$ cat src/design/sched_pkg.sv
// Shared types and default sizing for the packet dequeue scheduler.
// The top level picks up these defaults as its module parameters.
`default_nettype none

package sched_pkg;

    ////////////////////////////////////////////////////////////////////////////
    // Port state

    // Per-port progress through a packet
    typedef enum logic [1:0] {
        PORT_IDLE    = 2'd0,
        PORT_REQ_OUT = 2'd1,
        PORT_IN_PKT  = 2'd2
    } port_state_t;

    ////////////////////////////////////////////////////////////////////////////
    // Default sizing

    // Egress ports
    localparam int DEF_NUM_PORTS = 4;

    // Queues per port; higher index is higher priority
    localparam int DEF_QUEUES_PER_PORT = 4;

    // Bytes carried by one dequeued word
    localparam int DEF_WORD_BYTES = 64;

    // Shaper drain per cycle, in bytes
    localparam int DEF_DRAIN_BYTES = 8;

    // Framing overhead charged on the last word of a packet
    localparam int DEF_FRAME_OVERHEAD = 20;

    // Shaper debt counter width
    localparam int DEF_DEBT_WIDTH = 12;

endpackage

`default_nettype wire

$ cat src/design/port_fsm.sv
// Per-port packet state machine. Tracks whether a dequeue request is in
// flight and whether the port is part way through a packet.
`timescale 1ns/1ps
`default_nettype none

module port_fsm (
    input  logic core_clk_ifc,
    input  logic arst_n,
    input  logic grant,
    input  logic note,
    input  logic note_last,
    input  logic has_candidate,
    input  logic debt_zero,
    input  logic egr_ready,
    output logic eligible,
    output logic in_pkt
);

    import sched_pkg::*;

    port_state_t state_q;
    port_state_t state_d;

    ////////////////////////////////////////////////////////////////////////////
    // Next state

    always_comb begin
        state_d = state_q;
        unique case (state_q)
            PORT_IDLE: begin
                if (grant) begin
                    state_d = PORT_REQ_OUT;
                end
            end
            PORT_REQ_OUT: begin
                // Word came back from the queue system
                if (note) begin
                    state_d = note_last ? PORT_IDLE : PORT_IN_PKT;
                end
            end
            PORT_IN_PKT: begin
                if (grant) begin
                    state_d = PORT_REQ_OUT;
                end
            end
            default: begin
                state_d = PORT_IDLE;
            end
        endcase
    end

    always_ff @(posedge core_clk_ifc or negedge arst_n) begin
        if (!arst_n) begin
            state_q <= PORT_IDLE;
        end else begin
            state_q <= state_d;
        end
    end

    ////////////////////////////////////////////////////////////////////////////
    // Outputs

    // Only one request in flight per port
    assign eligible = (state_q != PORT_REQ_OUT) && debt_zero && egr_ready
                      && has_candidate;

    // Queue stays locked from the first grant until the last word returns
    assign in_pkt = (state_q != PORT_IDLE);

endmodule

`default_nettype wire

$ cat config.mk
export PLATFORM = sky130hd
export DESIGN_NAME = port_fsm
export DESIGN_NICKNAME = d
export VERILOG_FILES = /design/src/design/sched_pkg.sv /design/src/design/port_fsm.sv
export SDC_FILE = /design/constraint.sdc
export NUM_CORES = 1
export LEC_CHECK = 0
export ABC_AREA = 1
export BUFFER_PORTS_ARGS = -buffer_cell sky130_fd_sc_hd__buf_2
export CAP_MARGIN = 20
export CELL_PAD_IN_SITES_DETAIL_PLACEMENT = 0
export CELL_PAD_IN_SITES_GLOBAL_PLACEMENT = 1
export CORE_AREA = 5 5 42 44
export CTS_CLUSTER_SIZE = 8
export DETAILED_ROUTE_END_ITERATION = 8
export DIE_AREA = 0 0 47 49
export PLACE_DENSITY = 0.39
export SKIP_CTS_REPAIR_TIMING = 1
export SLEW_MARGIN = 0
export SYNTH_ARGS = -nofsm -noshare
export SYNTH_HDL_FRONTEND = slang
export SYNTH_SLANG_ARGS = --single-unit
$ cat constraint.sdc
create_clock -name core_clk_ifc -period 0.96 [get_ports core_clk_ifc]
set_input_delay 0.048 -clock core_clk_ifc [delete_from_list [all_inputs] [get_ports core_clk_ifc]]
set_output_delay 0.048 -clock core_clk_ifc [all_outputs]
set_load 0.005 [all_outputs]
Word-level counts from Yosys, hierarchy flattened

Cells that the tools add are included.

Bits in latches: 0
Bits in writable memories: 0
ROM bits: 0
Input bits: 8
Memories kept: 0
Word-level logic and storage cells: 17
Register bits: 2
Output and inout port bits: 2

Multiplexer cells: 4
Order comparisons: 0
$add $sub $neg: 0
$mul: 0
Div/mod/pow operators: 0
Shifts and indexed selects: 0
Equal/unequal tests: 5
Reductions and logical operators: 7
Bitwise gates (word level): 0

Operator list:

| operator                                               | count |
|---|---|
| 2-to-1 mux 2 bit                                       | 3 |
| inequality test 2 x 1 -> 1 bit (second input constant) | 2 |
| one-hot mux 2 bit (2 select lines)                     | 1 |
| logical AND 1 bit                                      | 3 |
| == test 2 x 1 -> 1 bit (second input constant)         | 1 |
| == test 2 bit (second input constant)                  | 1 |
| logical NOT 2 bit                                      | 1 |
| inequality test 2 bit (second input constant)          | 1 |
| AND reduction 2 bit                                    | 1 |
| nonzero test 2 bit                                     | 1 |
| OR reduction 2 bit                                     | 1 |

Depth between registers and ports, before layout

Word-level depth: 4
Mapped depth: 4
Mapped depth without buffers: 4

Worst setup path after synthesis

Ideal clock, no wire load.

Path type: register to output
Start: register state_q[0]
End: output port in_pkt
Path buffers: 0
Setup slack: 0.255 ns
Arrival: 0.657 ns
Cell stages (with the launch flop): 2
Data required time: 0.912 ns
Cell sequence: dfrtp_1 or2_2

Longest elaborated chain between the ends: 1

Ends and longest elaborated chain:

| what                     | RTL line       | RTL |
|---|---|---|
| start: declaration       | port_fsm.sv:21 | `port_state_t state_q;` |
| start signal: assignment | port_fsm.sv:56 | `state_q <= state_d;` |
| nonzero test 2 bit       | port_fsm.sv:68 | `assign in_pkt = (state_q != PORT_IDLE);` |
| end: declaration         | port_fsm.sv:16 | `output logic in_pkt` |

Every way passes these cells.

Worst setup path after layout

Start: register state_q[1]
End: output port in_pkt

The elaborated chain is that of the path after synthesis.

==> flow_summary.json <==
{
  "fmax_mhz": 979,
  "worst-endpoint-arrival_ns": 0.97,
  "hold_path.class": "primary input to flop",
  "chip_height_um": 49,
  "internal_power_uw": 304,
  "yosys_register_bits": 2,
  "dp_hpwl_um": 251,
  "swShare_pct": 24.3,
  "multiInputGateArea_um2": 58.8,
  "fill_cells": 178,
  "finalWorstSetupSlack_ns": -0.0617,
  "crit_path_start_kind": "flop",
  "rsz0062_at_grt": "true",
  "h-tree-depth": 1,
  "pin_count_of_the_biggest_net_entering_global_routing": 4,
  "synth_top_cells_by_area": "sky130_fd_sc_hd__dfrtp_1 46%, sky130_fd_sc_hd__nand2_1 21%, sky130_fd_sc_hd__nor2_1 10%",
  "drt.antenna.violating_nets": 0,
  "clkPwrFrac_pct": 44.8,
  "grt_remaining_overflow": 0,
  "reg.largest.list": "state_q (2)",
  "vias": 137,
  "drt_first_pass_iters": 4,
  "fp.coreArea_um2": 1400,
  "clk_root_buffer_cell": "sky130_fd_sc_hd__clkbuf_4",
  "grt_resource_usage_total_pct": 3.52,
  "crit_slowest_cell": "sky130_fd_sc_hd__dfrtp_1",
  "violated_checks": "negative setup slack",
  "remaining_drc_errors": 0,
  "cell_count_after_synthesis": 16,
  "seqPwrFrac_pct": 27.3,
  "post-route-period-util_pct": 106,
  "max_stage_delay_ns": 0.40,
  "worst_setup_path_end_kind": "primary output",
  "hold-worst-slack_ns": 0.0546,
  "portion_of_the_post_synthesis_area_used_by_sequential_elements_pct": 46.0,
  "grt_pass1_wl_um": 503,
  "antennaDiodeCount": 0,
  "crit_path_max_fanout": 3,
  "post_drt_wl_per_cell_um": 6.65,
  "skew_pair_late_insertion_delay_ns": 0.22,
  "layout_cells_sized_above_1_pct": 53.3,
  "clock_skew_ns": 0.00357,
  "async_flop_share_pct": 100,
  "setup_viol": 2,
  "fin_util_pct": 16.3,
  "power-per-cell-area_nw_per_um2": 1770,
  "post_synth.cell_area_avg_um2": 6.80,
  "cp_data_required_time_ns": 0.91,
  "syn_to_final_growth_pct": 109,
  "outcome": "finished with violations",
  "antenna_violations_before_repair": 0,
  "max-vdd-ir-drop_v": 0.000384,
  "largest-register": "state_q",
  "final-hold-violation-count": 0,
  "final_max_slew_viol_count": 0,
  "post_synth_most_frequent_cells": "6 x sky130_fd_sc_hd__nand2_1, 3 x sky130_fd_sc_hd__nor2_1, 2 x sky130_fd_sc_hd__dfrtp_1, 2 x sky130_fd_sc_hd__inv_1",
  "final_cell_count_no_fill": 46,
  "power_leakage_nw": 0.127,
  "initial_cell_density_of_the_core_pct": 7.77,
  "portBuffers": 9,
  "ioPinCount": 10,
  "post-synth-top-count-cell": "sky130_fd_sc_hd__nand2_1",
  "finalWorstPathRequiredPeriod_ns": 1.02,
  "rows": 14,
  "die_width_um": 47,
  "synth_top_flop_cell": "sky130_fd_sc_hd__dfrtp_1",
  "dieArea_um2": 2300,
  "yosysUniqueCellTypes": 7,
  "placed_cells": 41,
  "final.setup.tns_ns": -0.0755,
  "design.final.nets": 40,
  "comb_power_share_pct": 27.9,
  "netlist.top_cell.by_area": "sky130_fd_sc_hd__dfrtp_1",
  "power_switching_uw": 98.0,
  "number_of_flip_flops_in_the_largest_register": 2,
  "final_area_um2": 228,
  "cts_buffers": 3,
  "area.sequential_um2": 50.0,
  "cts_tree": "done",
  "gp_congestion": 0.645,
  "max_cap_viol_count": 0,
  "wl_um": 306,
  "area_share_of_the_leading_cell_type_in_the_synthesized_netlist_pct": 46.0,
  "clock_sinks": 2,
  "detailedPlace.worstSlack_ns": 0.136,
  "crit_path_cell_trace": "or2_4 > buf_6",
  "placed_cell_area_um2": 174,
  "worstMarginPinSlew_ns": 0.154,
  "mappedNetlistArea_um2": 109,
  "grt_pass1_vias": 140,
  "synth_enable_flop_cells": 0,
  "maximum_number_of_buffers_from_clock_root_to_sink": 2,
  "critical_path_class": "flop to primary output",
  "vias_per_cell": 2.98,
  "syn_nets": 24,
  "timing.max_slew.rel_slack_pct": 89.8,
  "clk_pin_slew_worst_paths_ns": 0.03,
  "power_uw": 402,
  "ys_warn_count": 0,
  "drt_first_iter_violations": 3
}
## worst paths after layout
check,startpoint,to,slack (ns),cells past startpoint
max reg2reg,state_q[0]$_DFFE_PN0P_,state_q[0]$_DFFE_PN0P_,0.20,4
min,grant,state_q[0]$_DFFE_PN0P_,0.05,3
min in group asynchronous,arst_n,state_q[0]$_DFFE_PN0P_,0.14,2
min reg2reg,state_q[0]$_DFFE_PN0P_,state_q[1]$_DFFE_PN0P_,0.56,3
max in group asynchronous,arst_n,state_q[1]$_DFFE_PN0P_,0.72,2
max,state_q[1]$_DFFE_PN0P_,in_pkt,-0.06,2
## final cells by class
type | count | area share [%]
inverter | 2 | 3.30
sequential | 2 | 22.0
clock buffer | 3 | 9.89
multi-input combinational | 12 | 25.8
tap | 16 | 8.79
timing repair buffer | 11 | 30.2
## kinds of logic (layout without fill, tap and decap cells)
group	Yosys count	after routing	synth area share, %
buffers and inverters	2	16	6.90
flip-flops	2	2	46.0
AND/OR/NAND/NOR	12	12	47.1
## worst max-delay path: cells and delay by family (launching register included)
family	cells	cell delay, ns
buffers and inverters	1	0.11
DFF	1	0.40
and+or+nand+nor	1	0.24
## power groups by stage
stage	combinational, mW	sequential, mW	clock, mW
detailed placement	0.0724	0.107	0
finish	0.112	0.110	0.180
CTS	0.0727	0.106	0.190
global placement	0.0716	0.106	0
floorplan	0.0401	0.105	0
global route	0.127	0.111	0.199
## routing by layer
layer	GRT usage, %	wire length, µm
met2	2.94	116
met3	2.58	35
met5	0	0
met4	5.53	13
met1	3.95	141
## placed cells by master (no fill, tap or decap), drive strengths merged
cell and instances:
or2 1, dfrtp 2, buf 10, nand3 1
nand2 6, inv 2, clkbuf 3, dlygate4sd3 1
nor2 4
(Power assumes the default switching activity.)
