--- src/design/sched_pkg.sv ---
// Shared types and default sizing for the packet dequeue scheduler.
// The top level picks up these defaults as its module parameters.
`default_nettype none

package sched_pkg;

    ////////////////////////////////////////////////////////////////////////////
    // Port state

    // Per-port progress through a packet
    typedef enum logic [1:0] {
        PORT_IDLE    = 2'd0,
        PORT_REQ_OUT = 2'd1,
        PORT_IN_PKT  = 2'd2
    } port_state_t;

    ////////////////////////////////////////////////////////////////////////////
    // Default sizing

    // Egress ports
    localparam int DEF_NUM_PORTS = 4;

    // Queues per port; higher index is higher priority
    localparam int DEF_QUEUES_PER_PORT = 4;

    // Bytes carried by one dequeued word
    localparam int DEF_WORD_BYTES = 64;

    // Shaper drain per cycle, in bytes
    localparam int DEF_DRAIN_BYTES = 8;

    // Framing overhead charged on the last word of a packet
    localparam int DEF_FRAME_OVERHEAD = 20;

    // Shaper debt counter width
    localparam int DEF_DEBT_WIDTH = 12;

endpackage

`default_nettype wire

--- src/design/prio_select.sv ---
// Strict-priority queue chooser for one port. Picks the highest non-empty
// queue for a new packet and holds that queue until the packet ends.
`timescale 1ns/1ps
`default_nettype none

module prio_select #(
    parameter int QUEUES_PER_PORT = sched_pkg::DEF_QUEUES_PER_PORT
) (
    input  logic                        core_clk_ifc,
    input  logic                        arst_n,
    input  logic [QUEUES_PER_PORT-1:0]  queue_empty,
    input  logic                        in_pkt,
    input  logic                        grant,
    output logic                        has_candidate,
    output logic [((QUEUES_PER_PORT > 1) ? $clog2(QUEUES_PER_PORT) : 1)-1:0] sel_queue
);

    localparam int QW = (QUEUES_PER_PORT > 1) ? $clog2(QUEUES_PER_PORT) : 1;

    logic [QW-1:0] pick;
    logic [QW-1:0] lock_q;

    ////////////////////////////////////////////////////////////////////////////
    // Priority encode

    // Scan upward so the highest non-empty index wins
    always_comb begin
        pick = '0;
        for (int q = 0; q < QUEUES_PER_PORT; q++) begin
            if (!queue_empty[q]) begin
                pick = QW'(q);
            end
        end
    end

    ////////////////////////////////////////////////////////////////////////////
    // Packet lock

    always_ff @(posedge core_clk_ifc or negedge arst_n) begin
        if (!arst_n) begin
            lock_q <= '0;
        end else if (grant) begin
            lock_q <= sel_queue;
        end
    end

    assign sel_queue = in_pkt ? lock_q : pick;

    // Mid-packet the locked queue still holds the rest of the packet
    assign has_candidate = in_pkt || !(&queue_empty);

endmodule

`default_nettype wire

--- config.mk ---
export PLATFORM = sky130hd
export DESIGN_NAME = prio_select
export DESIGN_NICKNAME = d
export VERILOG_FILES = /design/src/design/sched_pkg.sv /design/src/design/prio_select.sv
export SDC_FILE = /design/constraint.sdc
export NUM_CORES = 1
export LEC_CHECK = 0
export ABC_AREA = 1
export BUFFER_PORTS_ARGS = -buffer_cell sky130_fd_sc_hd__buf_2
export CAP_MARGIN = 5
export CORE_AREA = 3 3 40 42
export CTS_CLUSTER_SIZE = 12
export DETAILED_ROUTE_END_ITERATION = 8
export DIE_AREA = 0 0 43 45
export MAX_ROUTING_LAYER = met4
export PLACE_DENSITY = 0.34
export SLEW_MARGIN = 20
export SYNTH_ARGS = -nofsm -noshare
export SYNTH_HDL_FRONTEND = slang
export SYNTH_SLANG_ARGS = --single-unit
--- constraint.sdc ---
create_clock -name core_clk_ifc -period 1.1 [get_ports core_clk_ifc]
set_input_delay 0.165 -clock core_clk_ifc [delete_from_list [all_inputs] [get_ports core_clk_ifc]]
set_output_delay 0.165 -clock core_clk_ifc [all_outputs]
set_load 0.01 [all_outputs]
=== Word level (Yosys, flattened, before mapping) ===
Index checks and enable logic that the tools add are counted.

* Bits of input ports: 8
* Bits in registers: 2

* Muxes and demuxes: 4
* Reductions and logical operators: 3

{| class="wikitable"
|+ Operators by type and width
! cell !! number
|-
| $mux W2 || 3
|-
| $reduce_and A4 Y1 || 1
|-
| $logic_not A1 Y1 || 1
|-
| $logic_or A1 B1 Y1 || 1
|-
| $mux W1 || 1
|}

=== Depth between registers and ports, before layout ===
* Depth in word-level cells: 4
* Gate-level depth with buffers: 5
* Depth with buffers taken out: 5

=== Least setup slack after synthesis ===
No wires, ideal clock.

* Path kind: flip-flop to output port
* From: register lock_q[0]
* To: output port sel_queue[0] (netlist bit)
* Data required time: 0.935 ns
* Cell stages (with the launch flop): 4
* Slack: 0.229 ns
* Arrival: 0.706 ns
* Cells stage by stage: dfrtp_1 -> inv_1 -> nand2_1 -> a21boi_0

* Cells in the longest elaborated chain, start to end: 1

{| class="wikitable"
|+ RTL lines
! item !! line !! RTL
|-
| from (decl) || prio_select.sv:21 || <nowiki>logic [QW-1:0] lock_q;</nowiki>
|-
| from (signal assigned) || prio_select.sv:43 || <nowiki>lock_q <= sel_queue;</nowiki>
|-
| $mux W2 || prio_select.sv:47 || <nowiki>assign sel_queue = in_pkt ? lock_q : pick;</nowiki>
|-
| to (decl) || prio_select.sv:15 || <nowiki>output logic [((QUEUES_PER_PORT > 1) ? $clog2(QUEUES_PER_PORT) : 1)-1:0] sel_queue</nowiki>
|}

No other way between the ends.

=== Worst setup path after layout ===
* From: register lock_q[1]
* To: output port sel_queue[1] (netlist bit)

The elaborated chain is that of the path after synthesis.

==> impl_metrics.py <==
metrics = {
    "setup_path": {
        "r2r_cells": 4,
        "crit_fanout": 2,
        "worstPathCellList": "inv_2 > nand2_1 > and2_4 > buf_6",
        "crit_arrival_ns": 0.98,
        "critPathKind": "reg -> out",
        "worst-endpoint-required_ns": 0.94,
        "critPathMaxStageDelay_ns": 0.37,
        "cp_top_family": "flip-flops",
        "crit_slowest_cell": "dfrtp_1",
        "critPathLaunchType": "flip-flop",
        "cp.depth": 4,
        "end_kind": "output pin",
        "crit_buf_inv": 2,
    },
    "final_layout": {
        "drive_gt1_frac": 0.583,
        "antenna_cells": 0,
        "utilization": 0.208,
        "final_area_um2": 268,
        "regMostFlops": "lock_q",
        "syn_to_final_growth_pct": 84.5,
        "final_nets": 46,
        "reg_top3": "lock_q: 2 flops",
        "largest_register_ffs": 2,
        "final_cells": 51,
    },
    "pwr": {
        "p_comb_frac": 0.259,
        "pwr-share-seq": 0.254,
        "p_sw_frac": 0.270,
        "p_switching_mw": 0.0930,
        "leakagePower_nw": 0.144,
        "internal_power_mw": 0.252,
        "power_frac_clock": 0.487,
        "power_density_nw_per_um2": 1290,
        "ir_worst_vdd_v": 0.000239,
    },
    "routing": {
        "antenna_left": 0,
        "drt_iter0_drc": 0,
        "wirelength_um": 418,
        "wl_per_cell_um": 8.20,
        "firstDrtPassIters": 1,
        "vias": 171,
        "vias_per_cell": 3.35,
        "drc": 0,
    },
    "floorplan": {
        "die_y_um": 45,
        "io_pins": 11,
        "core_area_um2": 1280,
        "start_util": 0.113,
        "die-area_um2": 1940,
        "rows": 13,
        "die_x_um": 43,
    },
    "sta": {
        "slew_headroom": 0.903,
        "finalHoldViolations": 0,
        "rsz0062_at_grt": "yes",
        "clock_skew_ns": 0,
        "worst_slack_ns": -0.0421,
        "fmax_mhz": 876,
        "finalSetupViolCount": 2,
        "fin_setup_tns_ns": -0.0811,
        "fin_crit_sh": 1.04,
        "finalCriticalPeriod_ns": 1.14,
        "drv_slew": 0,
        "max_slew.worst_pin.slew_ns": 0.145,
    },
    "synthesis": {
        "synth_area_per_cell_um2": 6.91,
        "synth.area.top_cells": "dfrtp_1, inv_1, nand2_1, nand3_1, o21ai_2",
        "yosys_warnings": 0,
        "ys_ff_latch": 2,
        "ys_seq_area_frac": 0.345,
        "synth_top_area_cell": "dfrtp_1",
        "syn_area_um2": 145,
        "ys_top_cells_by_count": "inv_1, nand2_1, nand3_1",
        "syn_inst": 21,
        "synthFlopType": "dfrtp_1",
        "synth.distinct_cells": 10,
        "yosys.area.top_type_share": 0.345,
        "synth_edf_count": 0,
        "syn_nets": 29,
        "async_flop_share": 1.00,
    },
    "placement": {
        "port_buffers": 10,
        "dp_slack_ns": 0.142,
        "place.gp.congestion": 0.628,
        "placed_area_um2": 214,
        "dp.cells": 46,
    },
    "run_status": {
        "status": "complete, but fails checks",
        "violations": "negative setup slack",
    },
    "global_routing": {
        "grt_util_all_layers": 0.0522,
        "grt_pass1_wl_um": 710,
        "antenna_found_initial": 0,
        "grt_max_degree": 5,
        "first_global_vias": 177,
        "grt-ovfl-total": 0,
    },
    "clock_tree": {
        "path_clk_slew_ns": 0.03,
        "cts_tree": "yes",
        "cts.sinks": 2,
        "cts_buffers": 3,
        "root_buffer": "clkbuf_4",
        "cts-htree-levels": 1,
        "worstSkewPairLatency_ns": 0.22,
        "cts_buffer_depth": 2,
    },
    "worst_hold_path": {
        "whs_path_depth": 2,
        "hold_class": "in -> reg",
    },
    "run": {
        "cap_viol_max_count": 0,
    },
}
## path summary, 6_finish.rpt
path / startpoint / end / slack [ns]
setup / recovery: lock_q[1]$_DFFE_PN0P_ / sel_queue[1] / -0.04
hold / removal: grant / lock_q[1]$_DFFE_PN0P_ / 0.16
setup reg to reg: lock_q[1]$_DFFE_PN0P_ / lock_q[1]$_DFFE_PN0P_ / 0.35
hold reg to reg: lock_q[0]$_DFFE_PN0P_ / lock_q[0]$_DFFE_PN0P_ / 0.60
max in group asynchronous: arst_n / lock_q[0]$_DFFE_PN0P_ / 0.75
min in group asynchronous: arst_n / lock_q[1]$_DFFE_PN0P_ / 0.25
## layer usage
layer  global-route usage  share of wire  vias up
li1                     -              -       96
met2               0.0569           0.33       11
met5                    -              0        -
met3                    0           0.10        0
met1               0.0719           0.56       64
met4               0.0723              0        0
## layout make-up
cell class                      instances  area, um2
Timing Repair Buffer                   12       73.8
Inverter                                5       18.8
Clock buffer                            3       22.5
Multi-Input combinational cell         14       83.8
Tap cell                               15       18.8
Fill cell                             144       1020
Sequential cell                         2       50.0
## layout by cell type, fill, tap and decap left out
cell type,synthesis,final
buf_2,0,9
nand2_1,5,4
inv_1,5,3
nand3_1,3,3
clkbuf_4,0,3
inv_2,0,2
dfrtp_1,2,2
and2_4,0,1
nor2_2,1,1
nand4_1,1,1
o21ai_2,1,1
nand2_2,0,1
a21boi_2,0,1
or2_1,1,1
dlygate4sd3_1,0,1
buf_6,0,1
buf_4,0,1
## worst register-to-register path: cells and delay by family, from the launching register on
family / cells / cell delay [ns]
DFF: 1 / 0.37
buffers and inverters: 1 / 0.06
AOI/OAI and AO/OA: 1 / 0.05
and+or+nand+nor: 2 / 0.16
## stage by stage
stage	power, mW	hold slack [ns]
final	0.345	0.156
after global routing	0.367	0.174
after CTS	0.354	0.146
after detailed placement	0.154	-0.0473
after global placement	0.155	-0.0485
after floorplan	0.123	-0.131
## cells by family (layout without fill, tap and decap cells)
group / Yosys count / count (layout) / share of synthesized area
compound gates: 2 / 2 / 0.112
buf+inv: 5 / 20 / 0.129
flops: 2 / 2 / 0.345
simple gates: 12 / 12 / 0.414
## power by group through the flow
stage / logic (mW) / registers, mW / clock network [mW]
2_1_floorplan: 0.0371 / 0.0854 / 0
3_3_place_gp: 0.0686 / 0.0862 / 0
3_5_place_dp: 0.0688 / 0.0857 / 0
4_1_cts: 0.0860 / 0.0868 / 0.182
5_1_grt: 0.101 / 0.0889 / 0.178
6_report: 0.0893 / 0.0877 / 0.168
## timing repair
| action | 4_1_cts | 5_1_grt |
|---|---|---|
| endpoints found under the hold margin | 2 | 0 |
| setup endpoints to repair | 2 | 2 |
| hold buffers | 1 | 0 |
| gates resized for setup | 4 | 3 |
| setup buffers | 1 | 0 |
No activity file was read; power rests on OpenSTA's default activity.
