### src/design/sched_pkg.sv
// Shared types and default sizing for the packet dequeue scheduler.
// The top level picks up these defaults as its module parameters.
`default_nettype none

package sched_pkg;

    ////////////////////////////////////////////////////////////////////////////
    // Port state

    // Per-port progress through a packet
    typedef enum logic [1:0] {
        PORT_IDLE    = 2'd0,
        PORT_REQ_OUT = 2'd1,
        PORT_IN_PKT  = 2'd2
    } port_state_t;

    ////////////////////////////////////////////////////////////////////////////
    // Default sizing

    // Egress ports
    localparam int DEF_NUM_PORTS = 4;

    // Queues per port; higher index is higher priority
    localparam int DEF_QUEUES_PER_PORT = 4;

    // Bytes carried by one dequeued word
    localparam int DEF_WORD_BYTES = 64;

    // Shaper drain per cycle, in bytes
    localparam int DEF_DRAIN_BYTES = 8;

    // Framing overhead charged on the last word of a packet
    localparam int DEF_FRAME_OVERHEAD = 20;

    // Shaper debt counter width
    localparam int DEF_DEBT_WIDTH = 12;

endpackage

`default_nettype wire

### src/design/shaper_timer.sv
// Per-port byte-debt shaper. Each returned word charges its bytes, the
// last word also charges framing overhead, and the debt drains every cycle.
`timescale 1ns/1ps
`default_nettype none

module shaper_timer #(
    parameter int WORD_BYTES     = sched_pkg::DEF_WORD_BYTES,
    parameter int DRAIN_BYTES    = sched_pkg::DEF_DRAIN_BYTES,
    parameter int FRAME_OVERHEAD = sched_pkg::DEF_FRAME_OVERHEAD,
    parameter int DEBT_WIDTH     = sched_pkg::DEF_DEBT_WIDTH
) (
    input  logic                                core_clk_ifc,
    input  logic                                arst_n,
    input  logic                                note,
    input  logic                                note_last,
    input  logic [$clog2(WORD_BYTES+1)-1:0]     note_bytes,
    output logic                                debt_zero
);

    // One spare bit to catch overflow of the charge
    localparam int SW = DEBT_WIDTH + 1;

    logic [DEBT_WIDTH-1:0] debt_q;
    logic [DEBT_WIDTH-1:0] debt_d;
    logic [SW-1:0]         charge_sum;

    ////////////////////////////////////////////////////////////////////////////
    // Debt update

    always_comb begin
        charge_sum = SW'(debt_q) + SW'(note_bytes);
        if (note_last) begin
            charge_sum = charge_sum + SW'(FRAME_OVERHEAD);
        end

        if (note) begin
            // Saturate high rather than wrap
            debt_d = charge_sum[DEBT_WIDTH] ? '1 : charge_sum[DEBT_WIDTH-1:0];
        end else if (debt_q > DEBT_WIDTH'(DRAIN_BYTES)) begin
            debt_d = debt_q - DEBT_WIDTH'(DRAIN_BYTES);
        end else begin
            debt_d = '0;
        end
    end

    always_ff @(posedge core_clk_ifc or negedge arst_n) begin
        if (!arst_n) begin
            debt_q <= '0;
        end else begin
            debt_q <= debt_d;
        end
    end

    assign debt_zero = (debt_q == '0);

endmodule

`default_nettype wire

### config.mk
export PLATFORM = sky130hd
export DESIGN_NAME = shaper_timer
export DESIGN_NICKNAME = d
export VERILOG_FILES = /design/src/design/sched_pkg.sv /design/src/design/shaper_timer.sv
export SDC_FILE = /design/constraint.sdc
export NUM_CORES = 1
export LEC_CHECK = 0
export ABC_AREA = 1
export BUFFER_PORTS_ARGS = -buffer_cell sky130_fd_sc_hd__buf_2
export CAP_MARGIN = 20
export CELL_PAD_IN_SITES_DETAIL_PLACEMENT = 1
export CELL_PAD_IN_SITES_GLOBAL_PLACEMENT = 2
export CORE_MARGIN = 10
export CORE_UTILIZATION = 32
export DETAILED_ROUTE_END_ITERATION = 16
export PLACE_DENSITY = 0.79
export SYNTH_ARGS = -nofsm -noshare
export SYNTH_HDL_FRONTEND = slang
export SYNTH_SLANG_ARGS = --single-unit
### constraint.sdc
create_clock -name core_clk_ifc -period 3.4 [get_ports core_clk_ifc]
set_input_delay 0 -clock core_clk_ifc [delete_from_list [all_inputs] [get_ports core_clk_ifc]]
set_output_delay 0 -clock core_clk_ifc [all_outputs]
set_load 0.02 [all_outputs]
### Word level (Yosys, flattened, before mapping)

Cells that the tools add are included.

| storage, ports and cells | value |
|---|---|
| flip-flop bits (word level) | 12 |
| logic and storage cells | 10 |
| input port bits | 11 |
| output and inout port bits | 1 |

| cells by class | value |
|---|---|
| $add $sub $neg | 3 |
| reductions and logical operators | 1 |
| muxes and demuxes | 4 |
| magnitude comparators | 1 |

Operator list:

| operator | count |
|---|---|
| 2-to-1 mux 12 bit | 3 |
| adder 12 x 7 -> 13 bit | 1 |
| adder 13 x 5 -> 13 bit, second input constant | 1 |
| 2-to-1 mux 13 bit | 1 |
| greater-than comparator 12 x 4 -> 1 bit, second input constant | 1 |
| zero test 12 bit | 1 |
| subtractor 12 x 4 -> 12 bit, second input constant | 1 |

### Longest topological paths before layout

| depth | value |
|---|---|
| word-level depth | 5 |
| depth in mapped cells | 17 |
| mapped depth without buffers | 17 |

### Worst setup path after synthesis

No wires, ideal clock.

| path | value |
|---|---|
| path type | flip-flop to flip-flop |
| start point | register debt_q[0] |
| end point | register debt_q[10] |
| setup slack | 1.004 ns |
| cell stages (with the launch flop) | 17 |
| path buffers | 0 |
| setup time | 0.121 ns |
| data required time | 3.279 ns |
| data arrival time | 2.275 ns |
| period minus slack after synthesis | 2.396 ns |
| cells stage by stage | dfrtp_1 ha_1 fa_1 or2_2 nand2_1 inv_1 ha_1 inv_1 nand3_1 nand2_1 nor2_4 nand3_2 inv_2 nand2_2 nand2_4 o21bai_1 nand2_1 |

| on the way | value |
|---|---|
| longest elaborated chain between the ends | 5 |
| elaborated cells on any way between the ends | 8 |
| classes of those cells | 3 x add/sub; 1 x order compare; 4 x mux |

Ends and longest elaborated chain:

| what | RTL line | source |
|---|---|---|
| from (decl) | shaper_timer.sv:23 | `logic [DEBT_WIDTH-1:0] debt_q;` |
| from (signal assigned) | shaper_timer.sv:50 | `debt_q <= debt_d;` |
| adder 12 x 7 -> 13 bit | shaper_timer.sv:31 | `charge_sum = SW'(debt_q) + SW'(note_bytes);` |
| adder 13 x 5 -> 13 bit | shaper_timer.sv:33 | `charge_sum = charge_sum + SW'(FRAME_OVERHEAD);` |
| 2-to-1 mux 13 bit | shaper_timer.sv:32 | `if (note_last) begin` |
| 2-to-1 mux 12 bit | shaper_timer.sv:38 | `debt_d = charge_sum[DEBT_WIDTH] ? '1 : charge_sum[DEBT_WIDTH-1:0];` |
| 2-to-1 mux 12 bit (*) | shaper_timer.sv:36 | `if (note) begin` |
| named net debt_d[10] | shaper_timer.sv:24 | `logic [DEBT_WIDTH-1:0] debt_d;` |

Mark *: on every way through the listed nets, which the timed path passes. The rest lies on a longest branch.

### Final worst setup path

| path | value |
|---|---|
| start point | register debt_q[0] |
| end point | register debt_q[8] |

Same word-level chain as after synthesis.

==> flow_metrics.py <==
metrics = {
    "outcome": {
        "status": "finished clean",
    },
    "floorplan": {
        "placementRows": 24,
        "die_height_um": 88.1,
        "die_w_um": 88.1,
        "io_pins": 12,
        "dieArea_mm2": 0.00776,
        "initial_core_util": 0.336,
        "coreArea_mm2": 0.00441,
    },
    "layout": {
        "finalInstanceArea_mm2": 0.00164,
        "syn2layout_area_growth_pct": 10.5,
        "regMostFlops": "debt_q",
        "fin_util": 0.372,
        "nNetsFinal": 273,
        "reg_top3": "debt_q: 12 flops",
        "drive_gt1_frac": 0.148,
        "layout_common_cells": "nand2_1 (84), inv_1 (35), nand3_1 (21), nor2_1 (14)",
        "antenna_cells": 0,
        "largest_reg_flops": 12,
        "finalNonFillerCells": 302,
        "layout_commonest_cell": "nand2_1",
    },
    "timing": {
        "fin_crit_ps": 2570,
        "period_share": 0.757,
        "setup_violations": 0,
        "rsz0062_at_grt": "false",
        "worst_pin_slew_ps": 877,
        "hold_viol": 0,
        "max_freq_ghz": 0.389,
        "slew_violations": 0,
        "fin_setup_tns_ps": 0,
        "finalWorstSetupSlack_ps": 828,
        "finClkSkew_ps": 3.69,
        "slew_headroom": 0.413,
    },
    "setup_path": {
        "cpPeakStageDelay_ps": 420,
        "worst-setup-path-type": "reg2reg",
        "crit_fanout": 9,
        "path_cells": "ha_1 > fa_1 > or2_2 > nand2_1 > inv_1 > ha_1 > inv_1 > nand3_1 > nand2_1 > nor2_4 > nand3_2 > inv_2 > nand2_2 > nand2_4 > o21ai_1 > nand2_1",
        "required_ps": 3530,
        "worst_setup_path_start_kind": "flip-flop",
        "arrival_ps": 2700,
        "crit_slowest_cell": "fa_1",
        "endpoint_kind": "flip-flop",
        "crit_top_cell": "nand2_1",
    },
    "synthesis": {
        "yosys_register_bits": 12,
        "yosys.area_share.simple": 0.471,
        "yosysWarnings": 0,
        "yosys.cell_types.count": 29,
        "synth_top_family_by_area": "simple AND/OR/NAND/NOR gates",
        "synth-xor-area-share": 0.0767,
        "netlist_instances": 238,
        "synthAdderAreaFrac": 0.0894,
        "syn_area_per_cell_um2": 6.23,
        "synthMuxAreaShare": 0,
        "synth.net_count": 259,
        "synth-compound-area-share": 0.0590,
        "ys_seq_area_frac": 0.202,
        "netlist_area_mm2": 0.00148,
    },
    "pwr": {
        "p_per_area_mw_per_mm2": 897,
        "peakVddDrop_v": 0.000262,
        "p_leak_uw": 0.000929,
    },
    "global_routing": {
        "grt_pass1_wl_mm": 7.28,
        "antenna_found_initial": 0,
        "grt_max_degree": 14,
        "grt_pass1_vias": 1590,
        "gr-usage-all-layers": 0.116,
        "overflow": 0,
    },
    "cts": {
        "clockBufferDepth": 2,
        "clock_latency_ps": 240,
        "post_cts_buffers": 0,
        "root_buffer": "clkbuf_8",
        "path_clk_slew_ps": 60,
        "cts_tree": "done",
        "cts_buffers": 3,
        "htree_levels": 1,
        "cts_sinks": 12,
    },
    "placement": {
        "placed_cell_area_mm2": 0.00159,
        "routabilityCongestion": 0.788,
        "hpwlAfterDp_mm": 3.57,
        "portBuffers": 11,
        "post-place-ws_ps": 829,
        "dp.cells": 298,
    },
    "run": {
        "maxCapViolations": 0,
    },
    "route": {
        "drt_wl_total_mm": 4.16,
        "routed-via-count": 1462,
        "wl_per_cell_um": 13.8,
        "firstDrtPassIters": 3,
        "drcViolationCount": 0,
        "drt-initial-drc-count": 63,
        "ant_nets": 0,
        "viasPerCell": 4.84,
    },
    "hold_path": {
        "hold_class": "in2reg",
    },
}
-- cells by family after synthesis --
logic type / count (synthesis)
AO/OA/AOI/OAI: 14
adder cells (fa/ha/maj): 10
XOR/XNOR: 13
buffers and inverters: 39
flip-flops: 12
AND/OR/NAND/NOR: 150
-- Yosys cell counts --
library cell  count  area share
buf_4             1      0.0051
clkbuf_1          1      0.0025
nor2_1           14       0.035
o21bai_1          2       0.010
xor2_1           12       0.071
nand4_1           3       0.013
a21oi_1           2      0.0067
nand3_1          21       0.071
and2_1            1      0.0042
nand2_1          84        0.21
nor2_2            2      0.0084
nand3_2           3       0.020
nor3_1            5       0.017
inv_1            35       0.089
nand2_2          10       0.042
inv_2             1      0.0025
or3_1             1      0.0042
nand3_4           1       0.012
dfrtp_1          12        0.20
buf_1             1      0.0025
fa_1              1       0.013
nand2_4           1      0.0076
xnor2_1           1      0.0059
o21ai_1           8       0.027
ha_1              9       0.076
or2_2             1      0.0042
a21boi_2          2       0.015
nand3b_1          1      0.0051
nor2_4            2       0.015
-- critical path, delay by kind of cell, from the launching register on --
family	cells	cell delay, ps
and+or+nand+nor	9	920
adders and majority gates	3	840
DFF	1	390
buffers and inverters	3	180
AOI/OAI and AO/OA	1	160
-- final timing paths --
kind | from | to | slack, ps | depth (start not counted)
min in group asynchronous | arst_n | debt_q[8] | 180 | 2
max | debt_q[0] | debt_q[8] | 830 | 16
max in group asynchronous | arst_n | debt_q[2] | 2990 | 2
min reg2reg | debt_q[0] | debt_q[0] | 500 | 2
min | note | debt_q[9] | 100 | 3
max reg2reg | debt_q[0] | debt_q[8] | 830 | 16
-- power breakdown --
part | internal, µW | leakage [µW] | switching (µW) | total [µW]
sequential | 212 | 0.000149 | 106 | 318
combinational | 377 | 0.000758 | 642 | 1020
clock | 78.3 | 0.0000216 | 56.2 | 134
total | 667 | 0.000929 | 804 | 1470
-- routing by layer --
layer  up-vias  wire length, µm  global-route usage
li1        771                -                   -
met4         0                0             0.00856
met2        11             2150               0.218
met1       680             1890               0.135
met3         0              121              0.0288
met5         -                0                   0
-- layout make-up --
| type | count | area, µm² |
|---|---|---|
| fillers | 595 | 2770 |
| clock buffers | 3 | 41.3 |
| inverters | 36 | 135 |
| well taps | 52 | 65.1 |
| flip-flops and latches | 12 | 300 |
| repair buffers | 12 | 65.1 |
| multi-input cells | 187 | 1030 |
-- metrics by stage --
step | total power [µW] | hold slack [ps]
3_5_place_dp | 1350 | -94.2
3_3_place_gp | 1350 | -93.0
2_1_floorplan | 1110 | -296
5_1_grt | 1670 | 126
6_report | 1470 | 103
4_1_cts | 1500 | 107
-- what timing repair did --
action                                 4_1_cts  5_1_grt
hold buffers                                 1        0
setup endpoints to repair                    0        0
resized for setup                            0        0
endpoints found under the hold margin       12        0
(Power assumes the default switching activity.)
